==> src/include/arcade_settings.svh <==
// Build constants for the Williams I/O glue
// Download indices, analog stick thresholds, blanking positions,
// speech sample divider and the two speech filter stages
`ifndef ARCADE_SETTINGS_SVH
`define ARCADE_SETTINGS_SVH

////////////////////
// Download indices
`define ARC_DL_GAME_INDEX 8'd1
`define ARC_DL_DIP_INDEX  8'd254

// Analog stick steps, in signed counts from center
`define ARC_STICK_T1 32
`define ARC_STICK_T2 64
`define ARC_STICK_T3 96

////////////////////
// Horizontal positions count half pixels, vertical positions count lines
`define ARC_HBLANK_ON  10'd336
`define ARC_HBLANK_OFF 10'd40
`define ARC_VBLANK_ON  11'd254
`define ARC_VBLANK_OFF 11'd14

////////////////////
// Speech filter runs at clk_sys / 256
`define ARC_SPEECH_DIV  256
`define ARC_COEFF_SHIFT 15

// Stage 1 near 3.47 kHz, Q about 0.69
`define ARC_S1_A2 (-22'sd44264)
`define ARC_S1_A3 (22'sd16763)
`define ARC_S1_B1 (22'sd1317)
`define ARC_S1_B2 (22'sd2633)
`define ARC_S1_B3 (22'sd1317)

// Stage 2 near 3.33 kHz, Q about 0.70
`define ARC_S2_A2 (-22'sd45172)
`define ARC_S2_A3 (22'sd17306)
`define ARC_S2_B1 (22'sd1225)
`define ARC_S2_B2 (22'sd2452)
`define ARC_S2_B3 (22'sd1225)

`endif
==> src/logic/audio_pkg.sv <==
// Audio types
// Samples, filter coefficients and the filter accumulator
`default_nettype none

package audio_pkg;

	// Signed sample, full scale at 16 bits
	typedef logic signed [15:0] sample_t;

	// Filter coefficient, 1.0 equals 2^15
	typedef logic signed [21:0] coeff_t;

	// Wide enough for five coefficient products
	typedef logic signed [39:0] acc_t;

endpackage

`default_nettype wire

==> src/logic/game_pkg.sv <==
// Game and controller types
// Game identifier, control option and the joystick and board input words
`default_nettype none

package game_pkg;

	// Value loaded through download index 1
	typedef enum logic [7:0] {
		game_robotron = 8'd0,
		game_joust    = 8'd1,
		game_splat    = 8'd2,
		game_bubbles  = 8'd3,
		game_stargate = 8'd4,
		game_alienar  = 8'd5,
		game_sinistar = 8'd6,
		game_playball = 8'd7
	} game_id_e;

	// Bit 0 picks the alternate fire source, bit 1 the second stick
	// or cabinet layout
	typedef enum logic [1:0] {
		ctrl_move_fire  = 2'd0,
		ctrl_move_only  = 2'd1,
		ctrl_twin_stick = 2'd2,
		ctrl_extra_fire = 2'd3
	} ctrl_mode_e;

	// One player's digital controls, right in bit 0
	typedef struct packed {
		logic pause;
		logic autoup;
		logic advance;
		logic coin;
		logic start2;
		logic start1;
		logic fire_f;
		logic fire_e;
		logic fire_d;
		logic fire_c;
		logic fire_b;
		logic fire_a;
		logic up;
		logic down;
		logic left;
		logic right;
	} joy_word_t;

	// Board input byte, active low
	typedef logic [7:0] ctrl_byte_t;

endpackage

`default_nettype wire

==> src/logic/arcade_io_top.sv <==
// I/O glue top level
// Download configuration, stick quantizer, control mapper,
// video timing and audio mixer
`timescale 1ns/1ns
`default_nettype none

module arcade_io_top (
	input  wire                       clk_sys,
	input  wire                       rst_n,
	input  wire                       dl_wr,
	input  wire [7:0]                 dl_index,
	input  wire [24:0]                dl_addr,
	input  wire [7:0]                 dl_data,
	input  wire game_pkg::joy_word_t  joy1,
	input  wire game_pkg::joy_word_t  joy2,
	input  wire [15:0]                joy1_analog,
	input  wire [15:0]                joy2_analog,
	input  wire game_pkg::ctrl_mode_e ctrl_mode,
	input  wire                       sg_state,
	input  wire                       hs,
	input  wire                       vs,
	input  wire [7:0]                 game_audio,
	input  wire [15:0]                speech,
	output game_pkg::ctrl_byte_t      ja,
	output game_pkg::ctrl_byte_t      jb,
	output logic [2:0]                btn,
	output logic [7:0]                sw,
	output logic                      blitter_sc2,
	output logic                      sinistar,
	output logic                      landscape,
	output logic                      sin_fire,
	output logic                      sin_bomb,
	output logic                      hblank,
	output logic                      vblank,
	output logic                      ce_pix,
	output logic [15:0]               audio_l
);
	import game_pkg::*;

	game_id_e   game;
	logic [7:0] dip;
	logic [3:0] stick_x;
	logic [3:0] stick_y;

	game_config u_game_config (
		.clk_sys  (clk_sys),
		.rst_n    (rst_n),
		.dl_wr    (dl_wr),
		.dl_index (dl_index),
		.dl_addr  (dl_addr),
		.dl_data  (dl_data),
		.game     (game),
		.dip      (dip)
	);

	stick_quantizer u_stick_quantizer (
		.clk_sys     (clk_sys),
		.rst_n       (rst_n),
		.joy1        (joy1),
		.joy2        (joy2),
		.joy1_analog (joy1_analog),
		.joy2_analog (joy2_analog),
		.stick_x     (stick_x),
		.stick_y     (stick_y)
	);

	control_mapper u_control_mapper (
		.game        (game),
		.ctrl_mode   (ctrl_mode),
		.joy1        (joy1),
		.joy2        (joy2),
		.dip         (dip),
		.sg_state    (sg_state),
		.stick_x     (stick_x),
		.stick_y     (stick_y),
		.ja          (ja),
		.jb          (jb),
		.btn         (btn),
		.sw          (sw),
		.blitter_sc2 (blitter_sc2),
		.sinistar    (sinistar),
		.landscape   (landscape),
		.sin_fire    (sin_fire),
		.sin_bomb    (sin_bomb)
	);

	video_timing u_video_timing (
		.clk_sys (clk_sys),
		.rst_n   (rst_n),
		.hs      (hs),
		.vs      (vs),
		.hblank  (hblank),
		.vblank  (vblank),
		.ce_pix  (ce_pix)
	);

	audio_mixer u_audio_mixer (
		.clk_sys    (clk_sys),
		.rst_n      (rst_n),
		.game       (game),
		.game_audio (game_audio),
		.speech     (speech),
		.audio_l    (audio_l)
	);

endmodule

`default_nettype wire

==> src/logic/audio_mixer.sv <==
// Audio mixer
// Speech through two low-pass stages, used for Sinistar only,
// then summed with the game sound byte
`timescale 1ns/1ns
`default_nettype none
`include "arcade_settings.svh"

module audio_mixer (
	input  wire                clk_sys,
	input  wire                rst_n,
	input  wire game_pkg::game_id_e game,
	input  wire [7:0]          game_audio,
	input  wire [15:0]         speech,
	output logic [15:0]        audio_l
);
	import game_pkg::*;
	import audio_pkg::*;

	sample_t     speech_s;
	sample_t     stage1_out;
	sample_t     stage2_out;
	logic [15:0] filt_u;
	logic [15:0] speech_sel;
	logic [16:0] aud_sum;

	// Midscale offset to and from two's complement
	assign speech_s = sample_t'(speech - 16'h8000);

	speech_lpf u_stage1 (
		.clk_sys    (clk_sys),
		.rst_n      (rst_n),
		.a2         (`ARC_S1_A2),
		.a3         (`ARC_S1_A3),
		.b1         (`ARC_S1_B1),
		.b2         (`ARC_S1_B2),
		.b3         (`ARC_S1_B3),
		.sample_in  (speech_s),
		.sample_out (stage1_out)
	);

	speech_lpf u_stage2 (
		.clk_sys    (clk_sys),
		.rst_n      (rst_n),
		.a2         (`ARC_S2_A2),
		.a3         (`ARC_S2_A3),
		.b1         (`ARC_S2_B1),
		.b2         (`ARC_S2_B2),
		.b3         (`ARC_S2_B3),
		.sample_in  (stage1_out),
		.sample_out (stage2_out)
	);

	assign filt_u     = 16'(stage2_out) + 16'h8000;
	assign speech_sel = (game == game_sinistar) ? filt_u : speech;
	assign aud_sum    = {1'b0, game_audio, 8'd0} + {1'b0, speech_sel};

	always_ff @(posedge clk_sys)
	begin
		audio_l <= {2'b00, aud_sum[16:3]};
	end

endmodule

`default_nettype wire

==> src/logic/speech_lpf.sv <==
// Second-order IIR low-pass stage
// Direct form biquad with its own sample-rate divider,
// coefficients scaled by 2^15 and a saturated 16-bit output
`timescale 1ns/1ns
`default_nettype none
`include "arcade_settings.svh"

module speech_lpf (
	input  wire                    clk_sys,
	input  wire                    rst_n,
	input  wire audio_pkg::coeff_t a2,
	input  wire audio_pkg::coeff_t a3,
	input  wire audio_pkg::coeff_t b1,
	input  wire audio_pkg::coeff_t b2,
	input  wire audio_pkg::coeff_t b3,
	input  wire audio_pkg::sample_t sample_in,
	output audio_pkg::sample_t     sample_out
);
	import audio_pkg::*;

	localparam int DIV_W = $clog2(`ARC_SPEECH_DIV);

	logic [DIV_W-1:0] div_cnt;
	logic             tick;
	sample_t          x1;
	sample_t          x2;
	sample_t          y1;
	sample_t          y2;
	acc_t             acc;
	acc_t             scaled;
	sample_t          y_new;

	////////////////////
	// Sample-rate divider
	assign tick = (div_cnt == DIV_W'(`ARC_SPEECH_DIV - 1));

	always_ff @(posedge clk_sys)
	begin
		if (!rst_n || tick)
			div_cnt <= '0;
		else
			div_cnt <= div_cnt + 1'b1;
	end

	////////////////////
	// y = b1*x + b2*x1 + b3*x2 - a2*y1 - a3*y2
	always_comb
	begin
		acc = acc_t'(b1) * acc_t'(sample_in)
			+ acc_t'(b2) * acc_t'(x1)
			+ acc_t'(b3) * acc_t'(x2)
			- acc_t'(a2) * acc_t'(y1)
			- acc_t'(a3) * acc_t'(y2);
		scaled = acc >>> `ARC_COEFF_SHIFT;
		// Clip to the sample range
		if (scaled > acc_t'(32767))
			y_new = 16'sh7fff;
		else if (scaled < acc_t'(-32768))
			y_new = -16'sh8000;
		else
			y_new = sample_t'(scaled);
	end

	// Filter history, y1 doubles as the output register
	always_ff @(posedge clk_sys)
	begin
		if (!rst_n)
		begin
			x1 <= '0;
			x2 <= '0;
			y1 <= '0;
			y2 <= '0;
		end
		else if (tick)
		begin
			x1 <= sample_in;
			x2 <= x1;
			y1 <= y_new;
			y2 <= y1;
		end
	end

	assign sample_out = y1;

endmodule

`default_nettype wire

==> src/logic/video_timing.sv <==
// Video timing recovery
// Pixel and line counters locked to the game's sync pulses,
// registered blanking and the pixel clock enable
`timescale 1ns/1ns
`default_nettype none
`include "arcade_settings.svh"

module video_timing (
	input  wire  clk_sys,
	input  wire  rst_n,
	input  wire  hs,
	input  wire  vs,
	output logic hblank,
	output logic vblank,
	output logic ce_pix
);
	logic        hs_d;
	logic        vs_d;
	logic        hs_rise;
	logic [10:0] pcnt;
	logic [10:0] lcnt;

	assign hs_rise = hs & ~hs_d;

	// Two clocks per pixel
	assign ce_pix = pcnt[0];

	always_ff @(posedge clk_sys)
	begin
		if (!rst_n)
		begin
			hs_d   <= 1'b0;
			vs_d   <= 1'b0;
			pcnt   <= '0;
			lcnt   <= '0;
			hblank <= 1'b0;
			vblank <= 1'b0;
		end
		else
		begin
			hs_d <= hs;
			if (hs_rise)
			begin
				pcnt <= '0;
				// vs is only looked at on line starts
				vs_d <= vs;
				if (vs & ~vs_d)
					lcnt <= '0;
				else if (~&lcnt)
					lcnt <= lcnt + 11'd1;
			end
			else if (~&pcnt)
			begin
				pcnt <= pcnt + 11'd1;
			end

			if (pcnt[10:1] == `ARC_HBLANK_ON)
				hblank <= 1'b1;
			if (pcnt[10:1] == `ARC_HBLANK_OFF)
				hblank <= 1'b0;

			if (lcnt == `ARC_VBLANK_ON)
				vblank <= 1'b1;
			if (lcnt == `ARC_VBLANK_OFF)
				vblank <= 1'b0;
		end
	end

	// Blanking edges line up with the compare positions only
	a_hblank_at_compare: assert property (
		@(posedge clk_sys) disable iff (!rst_n)
		($past(rst_n) && !$stable(hblank)) |->
			($past(pcnt[10:1]) == `ARC_HBLANK_ON || $past(pcnt[10:1]) == `ARC_HBLANK_OFF)
	);

endmodule

`default_nettype wire

==> src/logic/control_mapper.sv <==
// Per-game control mapping
// Builds the active-low JA, JB and BTN inputs, the switch byte and
// the board flags from both joysticks, the DIP byte and the stick position
`timescale 1ns/1ns
`default_nettype none

module control_mapper (
	input  wire game_pkg::game_id_e   game,
	input  wire game_pkg::ctrl_mode_e ctrl_mode,
	input  wire game_pkg::joy_word_t  joy1,
	input  wire game_pkg::joy_word_t  joy2,
	input  wire [7:0]                 dip,
	input  wire                       sg_state,
	input  wire [3:0]                 stick_x,
	input  wire [3:0]                 stick_y,
	output game_pkg::ctrl_byte_t      ja,
	output game_pkg::ctrl_byte_t      jb,
	output logic [2:0]                btn,
	output logic [7:0]                sw,
	output logic                      blitter_sc2,
	output logic                      sinistar,
	output logic                      landscape,
	output logic                      sin_fire,
	output logic                      sin_bomb
);
	import game_pkg::*;

	joy_word_t  m;
	logic       alt_fire;
	logic       second;
	logic       sg_thrust;
	logic       sg_reverse;
	logic [3:0] dig_x;
	logic [3:0] dig_y;
	logic [3:0] pos_x;
	logic [3:0] pos_y;

	// Direction nibble in board order
	function automatic logic [3:0] dirs(input joy_word_t j);
		return {j.right, j.left, j.down, j.up};
	endfunction

	// Fire buttons used as a four-way fire stick
	function automatic logic [3:0] fire_dirs(input joy_word_t j);
		return {j.fire_a, j.fire_d, j.fire_b, j.fire_c};
	endfunction

	// Both players merged
	assign m        = joy1 | joy2;
	assign alt_fire = ctrl_mode[0];
	assign second   = ctrl_mode[1];

	////////////////////
	// Stargate thrust and reverse
	// With sg_state the ship faces the other way and the stick follows it
	assign sg_thrust = (ctrl_mode == ctrl_twin_stick) ? m.fire_e :
		alt_fire ? (sg_state ? m.right : m.left) : (m.left | m.right);
	assign sg_reverse = alt_fire ? (sg_state ? m.left : m.right) : m.fire_b;

	////////////////////
	// Sinistar position, digital stick when analog is centered
	assign dig_x = m.left ? 4'd0 : (m.right ? 4'd8 : 4'd7);
	assign dig_y = m.down ? 4'd0 : (m.up ? 4'd8 : 4'd7);
	assign pos_x = (stick_x == 4'd7) ? dig_x : stick_x;
	assign pos_y = (stick_y == 4'd7) ? dig_y : stick_y;

	assign sw       = dip | {6'b0, m.advance, m.autoup};
	assign sin_fire = ~m.fire_a;
	assign sin_bomb = ~m.fire_b;

	always_comb
	begin
		ja          = '0;
		jb          = '0;
		btn         = 3'b000;
		blitter_sc2 = 1'b0;
		sinistar    = 1'b0;
		landscape   = 1'b1;
		case (game)
			game_robotron:
			begin
				btn = {m.start1, m.start2, m.coin};
				ja  = ~{second ? dirs(joy2) : (alt_fire ? dirs(m) : fire_dirs(m)),
					second ? dirs(joy1) : dirs(m)};
				jb  = ja;
			end
			game_joust:
			begin
				btn = {m.start2, m.start1, m.coin};
				ja  = ~{5'b00000, joy1.fire_a, joy1.right, joy1.left};
				jb  = ~{5'b00000, joy2.fire_a, joy2.right, joy2.left};
			end
			game_splat:
			begin
				blitter_sc2 = 1'b1;
				btn = {m.start1, m.start2, m.coin};
				ja  = ~{alt_fire ? dirs(joy1) : fire_dirs(joy1), dirs(joy1)};
				jb  = ~{alt_fire ? dirs(joy2) : fire_dirs(joy2), dirs(joy2)};
			end
			game_bubbles:
			begin
				btn = {m.start2, m.start1, m.coin};
				ja  = ~{4'b0000, dirs(m)};
				jb  = ja;
			end
			game_stargate:
			begin
				btn = {m.start2, m.start1, m.coin};
				ja  = ~{m.fire_f, m.up, m.down, sg_thrust,
					m.fire_d, m.fire_c, sg_reverse, m.fire_a};
				jb  = ja;
			end
			game_alienar:
			begin
				btn = {m.start1, m.start2, m.coin};
				ja  = ~{2'b00, joy1.fire_b, joy1.fire_a, dirs(joy1)};
				jb  = ~{2'b00, joy2.fire_b, joy2.fire_a, dirs(joy2)};
			end
			game_sinistar:
			begin
				sinistar  = 1'b1;
				landscape = 1'b0;
				btn = {m.start1, m.start2, m.coin};
				ja  = ~{pos_x, pos_y};
				jb  = ja;
			end
			game_playball:
			begin
				landscape = 1'b0;
				btn = {2'b00, m.coin};
				ja  = ~{4'b0000, m.start2, m.right, m.left, m.start1};
				jb  = ja;
			end
			default:
			begin
				ja = '0;
			end
		endcase
	end

endmodule

`default_nettype wire

==> src/logic/stick_quantizer.sv <==
// Analog stick quantizer for Sinistar
// Follows whichever player moved last and maps each axis to the
// 4-bit stick positions of the original 49-way joystick
`timescale 1ns/1ns
`default_nettype none
`include "arcade_settings.svh"

module stick_quantizer (
	input  wire                 clk_sys,
	input  wire                 rst_n,
	input  wire game_pkg::joy_word_t joy1,
	input  wire game_pkg::joy_word_t joy2,
	input  wire [15:0]          joy1_analog,
	input  wire [15:0]          joy2_analog,
	output logic [3:0]          stick_x,
	output logic [3:0]          stick_y
);
	import game_pkg::*;

	logic        use_p2;
	logic [15:0] analog;

	// Low codes on the negative side for X, mirrored for Y
	function automatic logic [3:0] quantize(input logic signed [7:0] v, input logic mirror);
		logic [3:0] neg_far;
		logic [3:0] neg_mid;
		logic [3:0] neg_near;
		logic [3:0] pos_far;
		logic [3:0] pos_mid;
		logic [3:0] pos_near;
		neg_far  = mirror ? 4'd8  : 4'd0;
		neg_mid  = mirror ? 4'd9  : 4'd4;
		neg_near = mirror ? 4'd11 : 4'd6;
		pos_far  = mirror ? 4'd0  : 4'd8;
		pos_mid  = mirror ? 4'd4  : 4'd9;
		pos_near = mirror ? 4'd6  : 4'd11;
		if (v < -`ARC_STICK_T3)
			return neg_far;
		else if (v < -`ARC_STICK_T2)
			return neg_mid;
		else if (v < -`ARC_STICK_T1)
			return neg_near;
		else if (v > `ARC_STICK_T3)
			return pos_far;
		else if (v > `ARC_STICK_T2)
			return pos_mid;
		else if (v > `ARC_STICK_T1)
			return pos_near;
		return 4'd7;
	endfunction

	// Player 1 activity wins when both move together
	always_ff @(posedge clk_sys)
	begin
		if (!rst_n)
			use_p2 <= 1'b0;
		else if (joy1 != '0)
			use_p2 <= 1'b0;
		else if (joy2 != '0)
			use_p2 <= 1'b1;
	end

	assign analog  = use_p2 ? joy2_analog : joy1_analog;
	assign stick_x = quantize(analog[7:0], 1'b0);
	assign stick_y = quantize(analog[15:8], 1'b1);

	// Stick source moves only after joystick activity
	a_source_on_activity: assert property (
		@(posedge clk_sys) disable iff (!rst_n)
		!$stable(use_p2) |-> $past(joy1 != '0 || joy2 != '0)
	);

endmodule

`default_nettype wire

==> src/logic/game_config.sv <==
// Game configuration registers
// Game selector from download index 1
// DIP-switch byte from download index 254, address 0 only
`timescale 1ns/1ns
`default_nettype none
`include "arcade_settings.svh"

module game_config (
	input  wire                clk_sys,
	input  wire                rst_n,
	input  wire                dl_wr,
	input  wire [7:0]          dl_index,
	input  wire [24:0]         dl_addr,
	input  wire [7:0]          dl_data,
	output game_pkg::game_id_e game,
	output logic [7:0]         dip
);
	import game_pkg::*;

	logic game_wr;
	logic dip_wr;

	assign game_wr = dl_wr && (dl_index == `ARC_DL_GAME_INDEX);

	// The board has eight DIP banks, only bank 0 is wired
	assign dip_wr = dl_wr && (dl_index == `ARC_DL_DIP_INDEX)
		&& (dl_addr[24:3] == '0) && (dl_addr[2:0] == 3'd0);

	always_ff @(posedge clk_sys)
	begin
		if (!rst_n)
		begin
			game <= game_robotron;
			dip  <= 8'd0;
		end
		else
		begin
			if (game_wr)
				game <= game_id_e'(dl_data);
			if (dip_wr)
				dip <= dl_data;
		end
	end

	////////////////////
	// Checks

	// Selector moves only as the result of a game download
	a_game_from_download: assert property (
		@(posedge clk_sys) disable iff (!rst_n)
		($past(rst_n) && !$stable(game)) |-> $past(game_wr)
	);

endmodule

`default_nettype wire

==> config.mk <==
export PLATFORM = sky130hd
export DESIGN_NAME = arcade_io_top
export DESIGN_NICKNAME = d
export VERILOG_FILES = /design/src/logic/audio_pkg.sv /design/src/logic/game_pkg.sv /design/src/logic/arcade_io_top.sv /design/src/logic/audio_mixer.sv /design/src/logic/speech_lpf.sv /design/src/logic/video_timing.sv /design/src/logic/control_mapper.sv /design/src/logic/stick_quantizer.sv /design/src/logic/game_config.sv
export VERILOG_INCLUDE_DIRS = /design/src /design/src/include
export SDC_FILE = /design/constraint.sdc
export NUM_CORES = 2
export LEC_CHECK = 0
export CAP_MARGIN = 0
export CELL_PAD_IN_SITES_DETAIL_PLACEMENT = 0
export CELL_PAD_IN_SITES_GLOBAL_PLACEMENT = 1
export CORE_MARGIN = 5
export CORE_UTILIZATION = 50
export CTS_CLUSTER_DIAMETER = 120
export DETAILED_ROUTE_END_ITERATION = 10
export DONT_BUFFER_PORTS = 1
export HOLD_SLACK_MARGIN = 0.05
export PLACE_DENSITY_LB_ADDON = 0.1
export SKIP_LAST_GASP = 1
export SYNTH_ARGS = -nofsm -noshare
export SYNTH_HDL_FRONTEND = slang
export SYNTH_SLANG_ARGS = --single-unit
==> constraint.sdc <==
create_clock -name clk_sys -period 13.2 [get_ports clk_sys]
set_input_delay 0 -clock clk_sys [delete_from_list [all_inputs] [get_ports clk_sys]]
set_output_delay 0 -clock clk_sys [all_outputs]
set_load 0.05 [all_outputs]
Word level (Yosys, flattened, before mapping)
Cells that the tools add are included.
- flip-flop bits (word level): 201
- bits in latches: 0
- memory bits (writable): 0
- bits in read-only memories: 0
- bits of input ports: 137
- output and inout bits: 51
- memories kept: 0
- add/subtract/negate cells: 15
- multipliers: 10
- div/mod/pow operators: 0
- order comparisons: 16
- eq/ne operators: 19
- shifts and indexed selects: 0
- muxes and demuxes: 56
- bitwise logic cells: 21
- reductions and logical operators: 22
- operators with widths (cell ; number):
    8-bit one-hot mux with 8 select lines ; 2
    12-bit by 16-bit multiplier with 28-bit output (first input constant) ; 4
    4-bit two-way mux ; 25
    16-bit two-way mux ; 6
    34-bit by 32-bit subtractor with 35-bit output ; 2
    31-bit by 33-bit subtractor with 34-bit output ; 2
    30-bit by 28-bit adder with 31-bit output ; 2
    15-bit by 16-bit multiplier with 31-bit output (first input constant) ; 2
    28-bit by 29-bit adder with 30-bit output ; 2
    20-bit by 16-bit greater-than comparator with 1-bit output (second input constant) ; 2
    20-bit by 16-bit < comparator with 1-bit output (second input constant) ; 2
    8-bit NOT ; 5
    8-bit by 3-bit == test with 1-bit output (second input constant) ; 4
    8-bit greater-than comparator (second input constant) ; 4
    16-bit by 16-bit multiplier with 32-bit output (first input constant) ; 1
    16-bit nonzero test ; 2
    14-bit by 16-bit multiplier with 30-bit output (first input constant) ; 1
    13-bit by 16-bit multiplier with 29-bit output (first input constant) ; 1
    11-bit by 16-bit multiplier with 27-bit output (first input constant) ; 1
    8-bit == test (second input constant) ; 3
    11-bit by 1-bit adder with 11-bit output (second input constant) ; 2
    22-bit logical NOT ; 1
    11-bit two-way mux ; 2
    11-bit AND reduction ; 2
    other kinds (36) ; 79

Longest topological paths before layout
- depth after elaboration: 13
- mapped depth: 47

Modules after synthesis
Synthesis repeated with hierarchy kept, for this count alone.
- cell total of the unflattened synthesis: 14795
- area total of the unflattened synthesis: 139774.1 µm²
- modules (own cells, without submodules) (module ; instances ; cells each ; area each (µm²)):
    speech_lpf at u_audio_mixer.u_stage2 ; 1 ; 7112 ; 67656.1
    speech_lpf at u_audio_mixer.u_stage1 ; 1 ; 7116 ; 67614.8
    video_timing ; 1 ; 148 ; 1297.5
    control_mapper ; 1 ; 212 ; 1249.9
    audio_mixer ; 1 ; 79 ; 837.1
    game_config ; 1 ; 75 ; 706.9
    stick_quantizer ; 1 ; 53 ; 411.6

Worst setup path after synthesis
OpenSTA, ideal clock, no wires.
- path type: register to register
- from: register u_audio_mixer.u_stage1.y1[15], in the netlist u_audio_mixer.u_stage1.sample_out[15]
- to: register u_audio_mixer.u_stage1.y1[10], in the netlist u_audio_mixer.u_stage1.sample_out[10]
- library setup time: 0.136 ns
- arrival: 11.777 ns
- setup slack: 1.287 ns
- cell stages (with the launch flop): 40
- path buffers: 1
- clock period less this slack: 11.913 ns
- cells stage by stage: dfxtp_1 > ha_1 > inv_1 > ha_1 > fa_1 > fa_1 > inv_1 > fa_1 > inv_1 > ha_1 > and3_1 > nand2_1 > nor4_1 > o21ai_0 > nor2b_1 > xnor2_1 > ha_1 > fa_1 > (+4 left out) > fa_1 > inv_1 > fa_1 > inv_1 > fa_1 > inv_1 > fa_1 > ha_1 > a21o_1 > a221o_1 > o21ai_0 > a31oi_1 > o41ai_1 > nand2_1 > a221o_1 > o211ai_1 > clkbuf_1 > o32ai_1
- word-level cells in the longest chain between the ends: 6
- elaborated cells between the ends (all ways): 7
- classes of those cells: 2 x add/sub; 1 x mul; 2 x order compare; 2 x mux
- RTL lines (element ; line ; RTL):
    start: declaration ; speech_lpf.sv:27 ; sample_t y1;
    start signal: assignment ; speech_lpf.sv:78 ; y1 <= y_new;
    14-bit by 16-bit multiplier with 30-bit output (*) ; speech_lpf.sv:52 ; - acc_t'(a2) * acc_t'(y1)
    31-bit by 33-bit subtractor with 34-bit output (*) ; speech_lpf.sv:52 ;
    34-bit by 32-bit subtractor with 35-bit output (*) ; speech_lpf.sv:53 ; - acc_t'(a3) * acc_t'(y2);
    20-bit by 16-bit < comparator with 1-bit output ; speech_lpf.sv:58 ; else if (scaled < acc_t'(-32768))
    16-bit two-way mux ; speech_lpf.sv:58 ;
    16-bit two-way mux (*) ; speech_lpf.sv:56 ; if (scaled > acc_t'(32767))
Every way passes the cells marked *; elsewhere a longest branch is shown, timed or not.
A chain may end at the register's enable or synchronous reset.

Final worst setup path
- from: register u_audio_mixer.u_stage1.y1[5], in the netlist u_audio_mixer.u_stage1.sample_out[5]
- to: register u_audio_mixer.u_stage1.y1[5], in the netlist u_audio_mixer.u_stage1.sample_out[5]
The elaborated chain is that of the path after synthesis.

==> impl_metrics.tcl <==
set metrics [dict create \
    status "finished clean" \
    min_period_ns 12.58 \
    internal-power_mw 2.32 \
    synth_area_leaders "fa_1, ha_1, inv_1" \
    netlist_instances 5707 \
    clk_pin_slew_ns 0.06 \
    p_switching_mw 2.29 \
    tritoncts "yes" \
    rows 120 \
    ys_ff_latch 201 \
    cts.sinks 201 \
    yosysWarnings 0 \
    syn_area_per_cell_um2 9.39 \
    drive_gt1_share_pct 2.85 \
    leakagePower_nw 30.7 \
    hold_depth 4 \
    vias 36800 \
    synth_cell_type_count 84 \
    slowest_delay_ns 0.69 \
    grt_overflow 0 \
    syn_to_final_growth_pct 6.61 \
    dp_hpwl_mm 118 \
    dieArea_um2 114000 \
    cts-root-buf "clkbuf_16" \
    totalWireLength_mm 137 \
    synthTopCellsByCount "inv_1, ha_1, fa_1" \
    pre_cts_ws_ns 0.186 \
    tns_ns 0 \
    slew_headroom_pct 19.6 \
    utilization_pct 53.5 \
    core_um2 107000 \
    ant_nets 0 \
    critPathLaunchType "register" \
    skew_ns 0.0221 \
    initialDrtViolationCount 1693 \
    placed_area_um2 55400 \
    vias_per_cell 5.12 \
    synth-edff-count 0 \
    clk_latency_ns 0.62 \
    antenna_found_initial 0 \
    worstMarginPinSlew_ns 1.20 \
    total_power_mw 4.61 \
    fin_cells 7188 \
    drc_errors 0 \
    hold_viol_final 0 \
    slew_viol_final 0 \
    vdd_drop_max_v 0.000476 \
    drv_cap 0 \
    synth_top_area_share_pct 34.9 \
    port_buffers 0 \
    p_per_area_nw_per_um2 80.7 \
    die_w_um 337 \
    grt_max_degree 132 \
    n_fill_cell 9903 \
    max_freq_mhz 79.5 \
    avgRoutedWirePerCell_um 19.1 \
    cp_common_cell "fa_1" \
    dp_cells 7072 \
    synthFlopType "dfxtp_1" \
    critPathSlowestCell "dfxtp_1" \
    grt_pass1_wl_mm 222 \
    grt_use_total_pct 25.1 \
    clkPwrFrac_pct 20.4 \
    hold_class "input port to register" \
    place.gp.congestion 0.863 \
    switching_share_pct 49.6 \
    first_global_vias 39100 \
    cts.htree.levels 1 \
    yosysTopAreaCell "fa_1" \
    power_frac_comb_pct 65.7 \
    seqPwrFrac_pct 13.9 \
    path_class "register to register" \
    setup_slack_ns 0.621 \
    worst_hold_slack_ns 0.0770 \
    rsz0062_at_grt "no" \
    finalCritPeriodShare_pct 95.3 \
    numCtsBuffers 31 \
    synth_seq_area_share_pct 7.51 \
    clockBufferDepth 3 \
    required_ns 13.71 \
    dr.pass1.iters 6 \
    cp-end-kind "register" \
    die_h_um 337 \
    cp_max_fo 15 \
    fin_area_um2 57100 \
    reg2reg_depth 40 \
    ios 188 \
    synth_area_um2 53600 \
    layout.nets 7896 \
    setup_viol 0 \
    start_util_pct 50.2 \
    yosysMostFrequentCell "inv_1" \
    synthArstFlopShare_pct 0 \
    cp.arrival_ns 13.09 \
]
-- path summary, 6_finish.rpt --
kind / start / end / slack (ns)
max reg2reg: u_audio_mixer.u_stage1.sample_out[5]$_SDFFE_PN0P_ / u_audio_mixer.u_stage1.sample_out[5]$_SDFFE_PN0P_ / 0.62
max: u_audio_mixer.u_stage1.sample_out[5]$_SDFFE_PN0P_ / u_audio_mixer.u_stage1.sample_out[5]$_SDFFE_PN0P_ / 0.62
min reg2reg: u_audio_mixer.u_stage1.div_cnt[0]$_SDFF_PP0_ / u_audio_mixer.u_stage1.div_cnt[0]$_SDFF_PP0_ / 0.47
min: dl_index[1] / u_game_config.game[3]$_SDFFE_PN0P_ / 0.08
-- sequential cells by signal, summed over array words and instances, names as in the netlist, 11 cells and up --
signal	flops
u_audio_mixer.u_stage2.x2	16
u_audio_mixer.u_stage1.x2	16
u_audio_mixer.u_stage1.y2	16
u_audio_mixer.audio_l	14
u_video_timing.pcnt	11
u_audio_mixer.u_stage2.y2	16
u_audio_mixer.u_stage2.sample_out	16
u_audio_mixer.u_stage2.x1	16
u_audio_mixer.u_stage1.sample_out	16
u_audio_mixer.u_stage1.x1	16
u_video_timing.lcnt	11
-- final cells by class --
class	count	area, um^2	share of cell area, %
Tap cell	1403	1760	3.07
Sequential cell	201	4030	7.05
Multi-Input combinational cell	3800	43200	75.6
Antenna cell	3	7.51	0.0131
Timing Repair Buffer	106	963	1.69
Clock buffer	36	835	1.46
Inverter	1618	6070	10.6
Clock inverter	21	303	0.530
-- power groups by stage --
stage | clock network, mW | logic, mW | registers, mW
after detailed placement | 0 | 3.02 | 0.656
after global routing | 0.984 | 3.37 | 0.644
after global placement | 0 | 3.01 | 0.656
final | 0.940 | 3.03 | 0.643
after CTS | 0.962 | 3.07 | 0.643
after floorplan | 0 | 2.00 | 0.655
-- placed cells by master (no fill, tap or decap), types with 52 or more instances in the layout --
cell type / netlist / final
ha_1: 1068 / 1068
inv_1: 1613 / 1613
nand2_1: 316 / 316
a21boi_0: 96 / 96
dlygate4sd3_1: 0 / 54
mux2i_1: 55 / 55
xor2_1: 107 / 107
a21oi_1: 163 / 163
fa_1: 933 / 933
a21o_1: 52 / 52
dfxtp_1: 201 / 199
nor2_1: 196 / 195
o21ai_0: 138 / 136
xnor2_1: 156 / 156
-- logic make-up (layout without fill, tap and decap cells) --
kind of cell               after synthesis  count (layout)  share of synthesized area [%]
DFF                                    201             201                           7.51
xor gates and xnor gates               264             264                           4.34
AOI/OAI and AO/OA                      661             661                           8.07
adders and majority gates             2005            2005                           59.9
and+or+nand+nor                        806             806                           6.98
other                                    1               5                        0.00700
muxes                                   62              62                           1.17
buffers and inverters                 1707            1781                           12.0
-- timing repair --
action,CTS,global route
setup endpoints to repair,0,15
hold buffers,55,0
gates resized for setup,0,4
hold endpoints to repair,198,0
setup buffers,0,1
-- critical path: cells and delay by family, from the launching register on --
kind,cells,cell delay (ns)
buffers and inverters,7,0.47
flip-flops,1,0.69
adder cells (fa/ha/maj),17,7.06
XOR/XNOR,1,0.19
AND/OR/NAND/NOR,3,1.30
AO/OA/AOI/OAI,12,2.72
-- routing by layer --
metal | track usage [%] | part of all wire [%]
met1 | 37.5 | 49
met2 | 40.0 | 44
met3 | 2.93 | 4.7
met4 | 4.17 | 2.0
met5 | 0 | 0
Power figures use the tool's default switching activity.
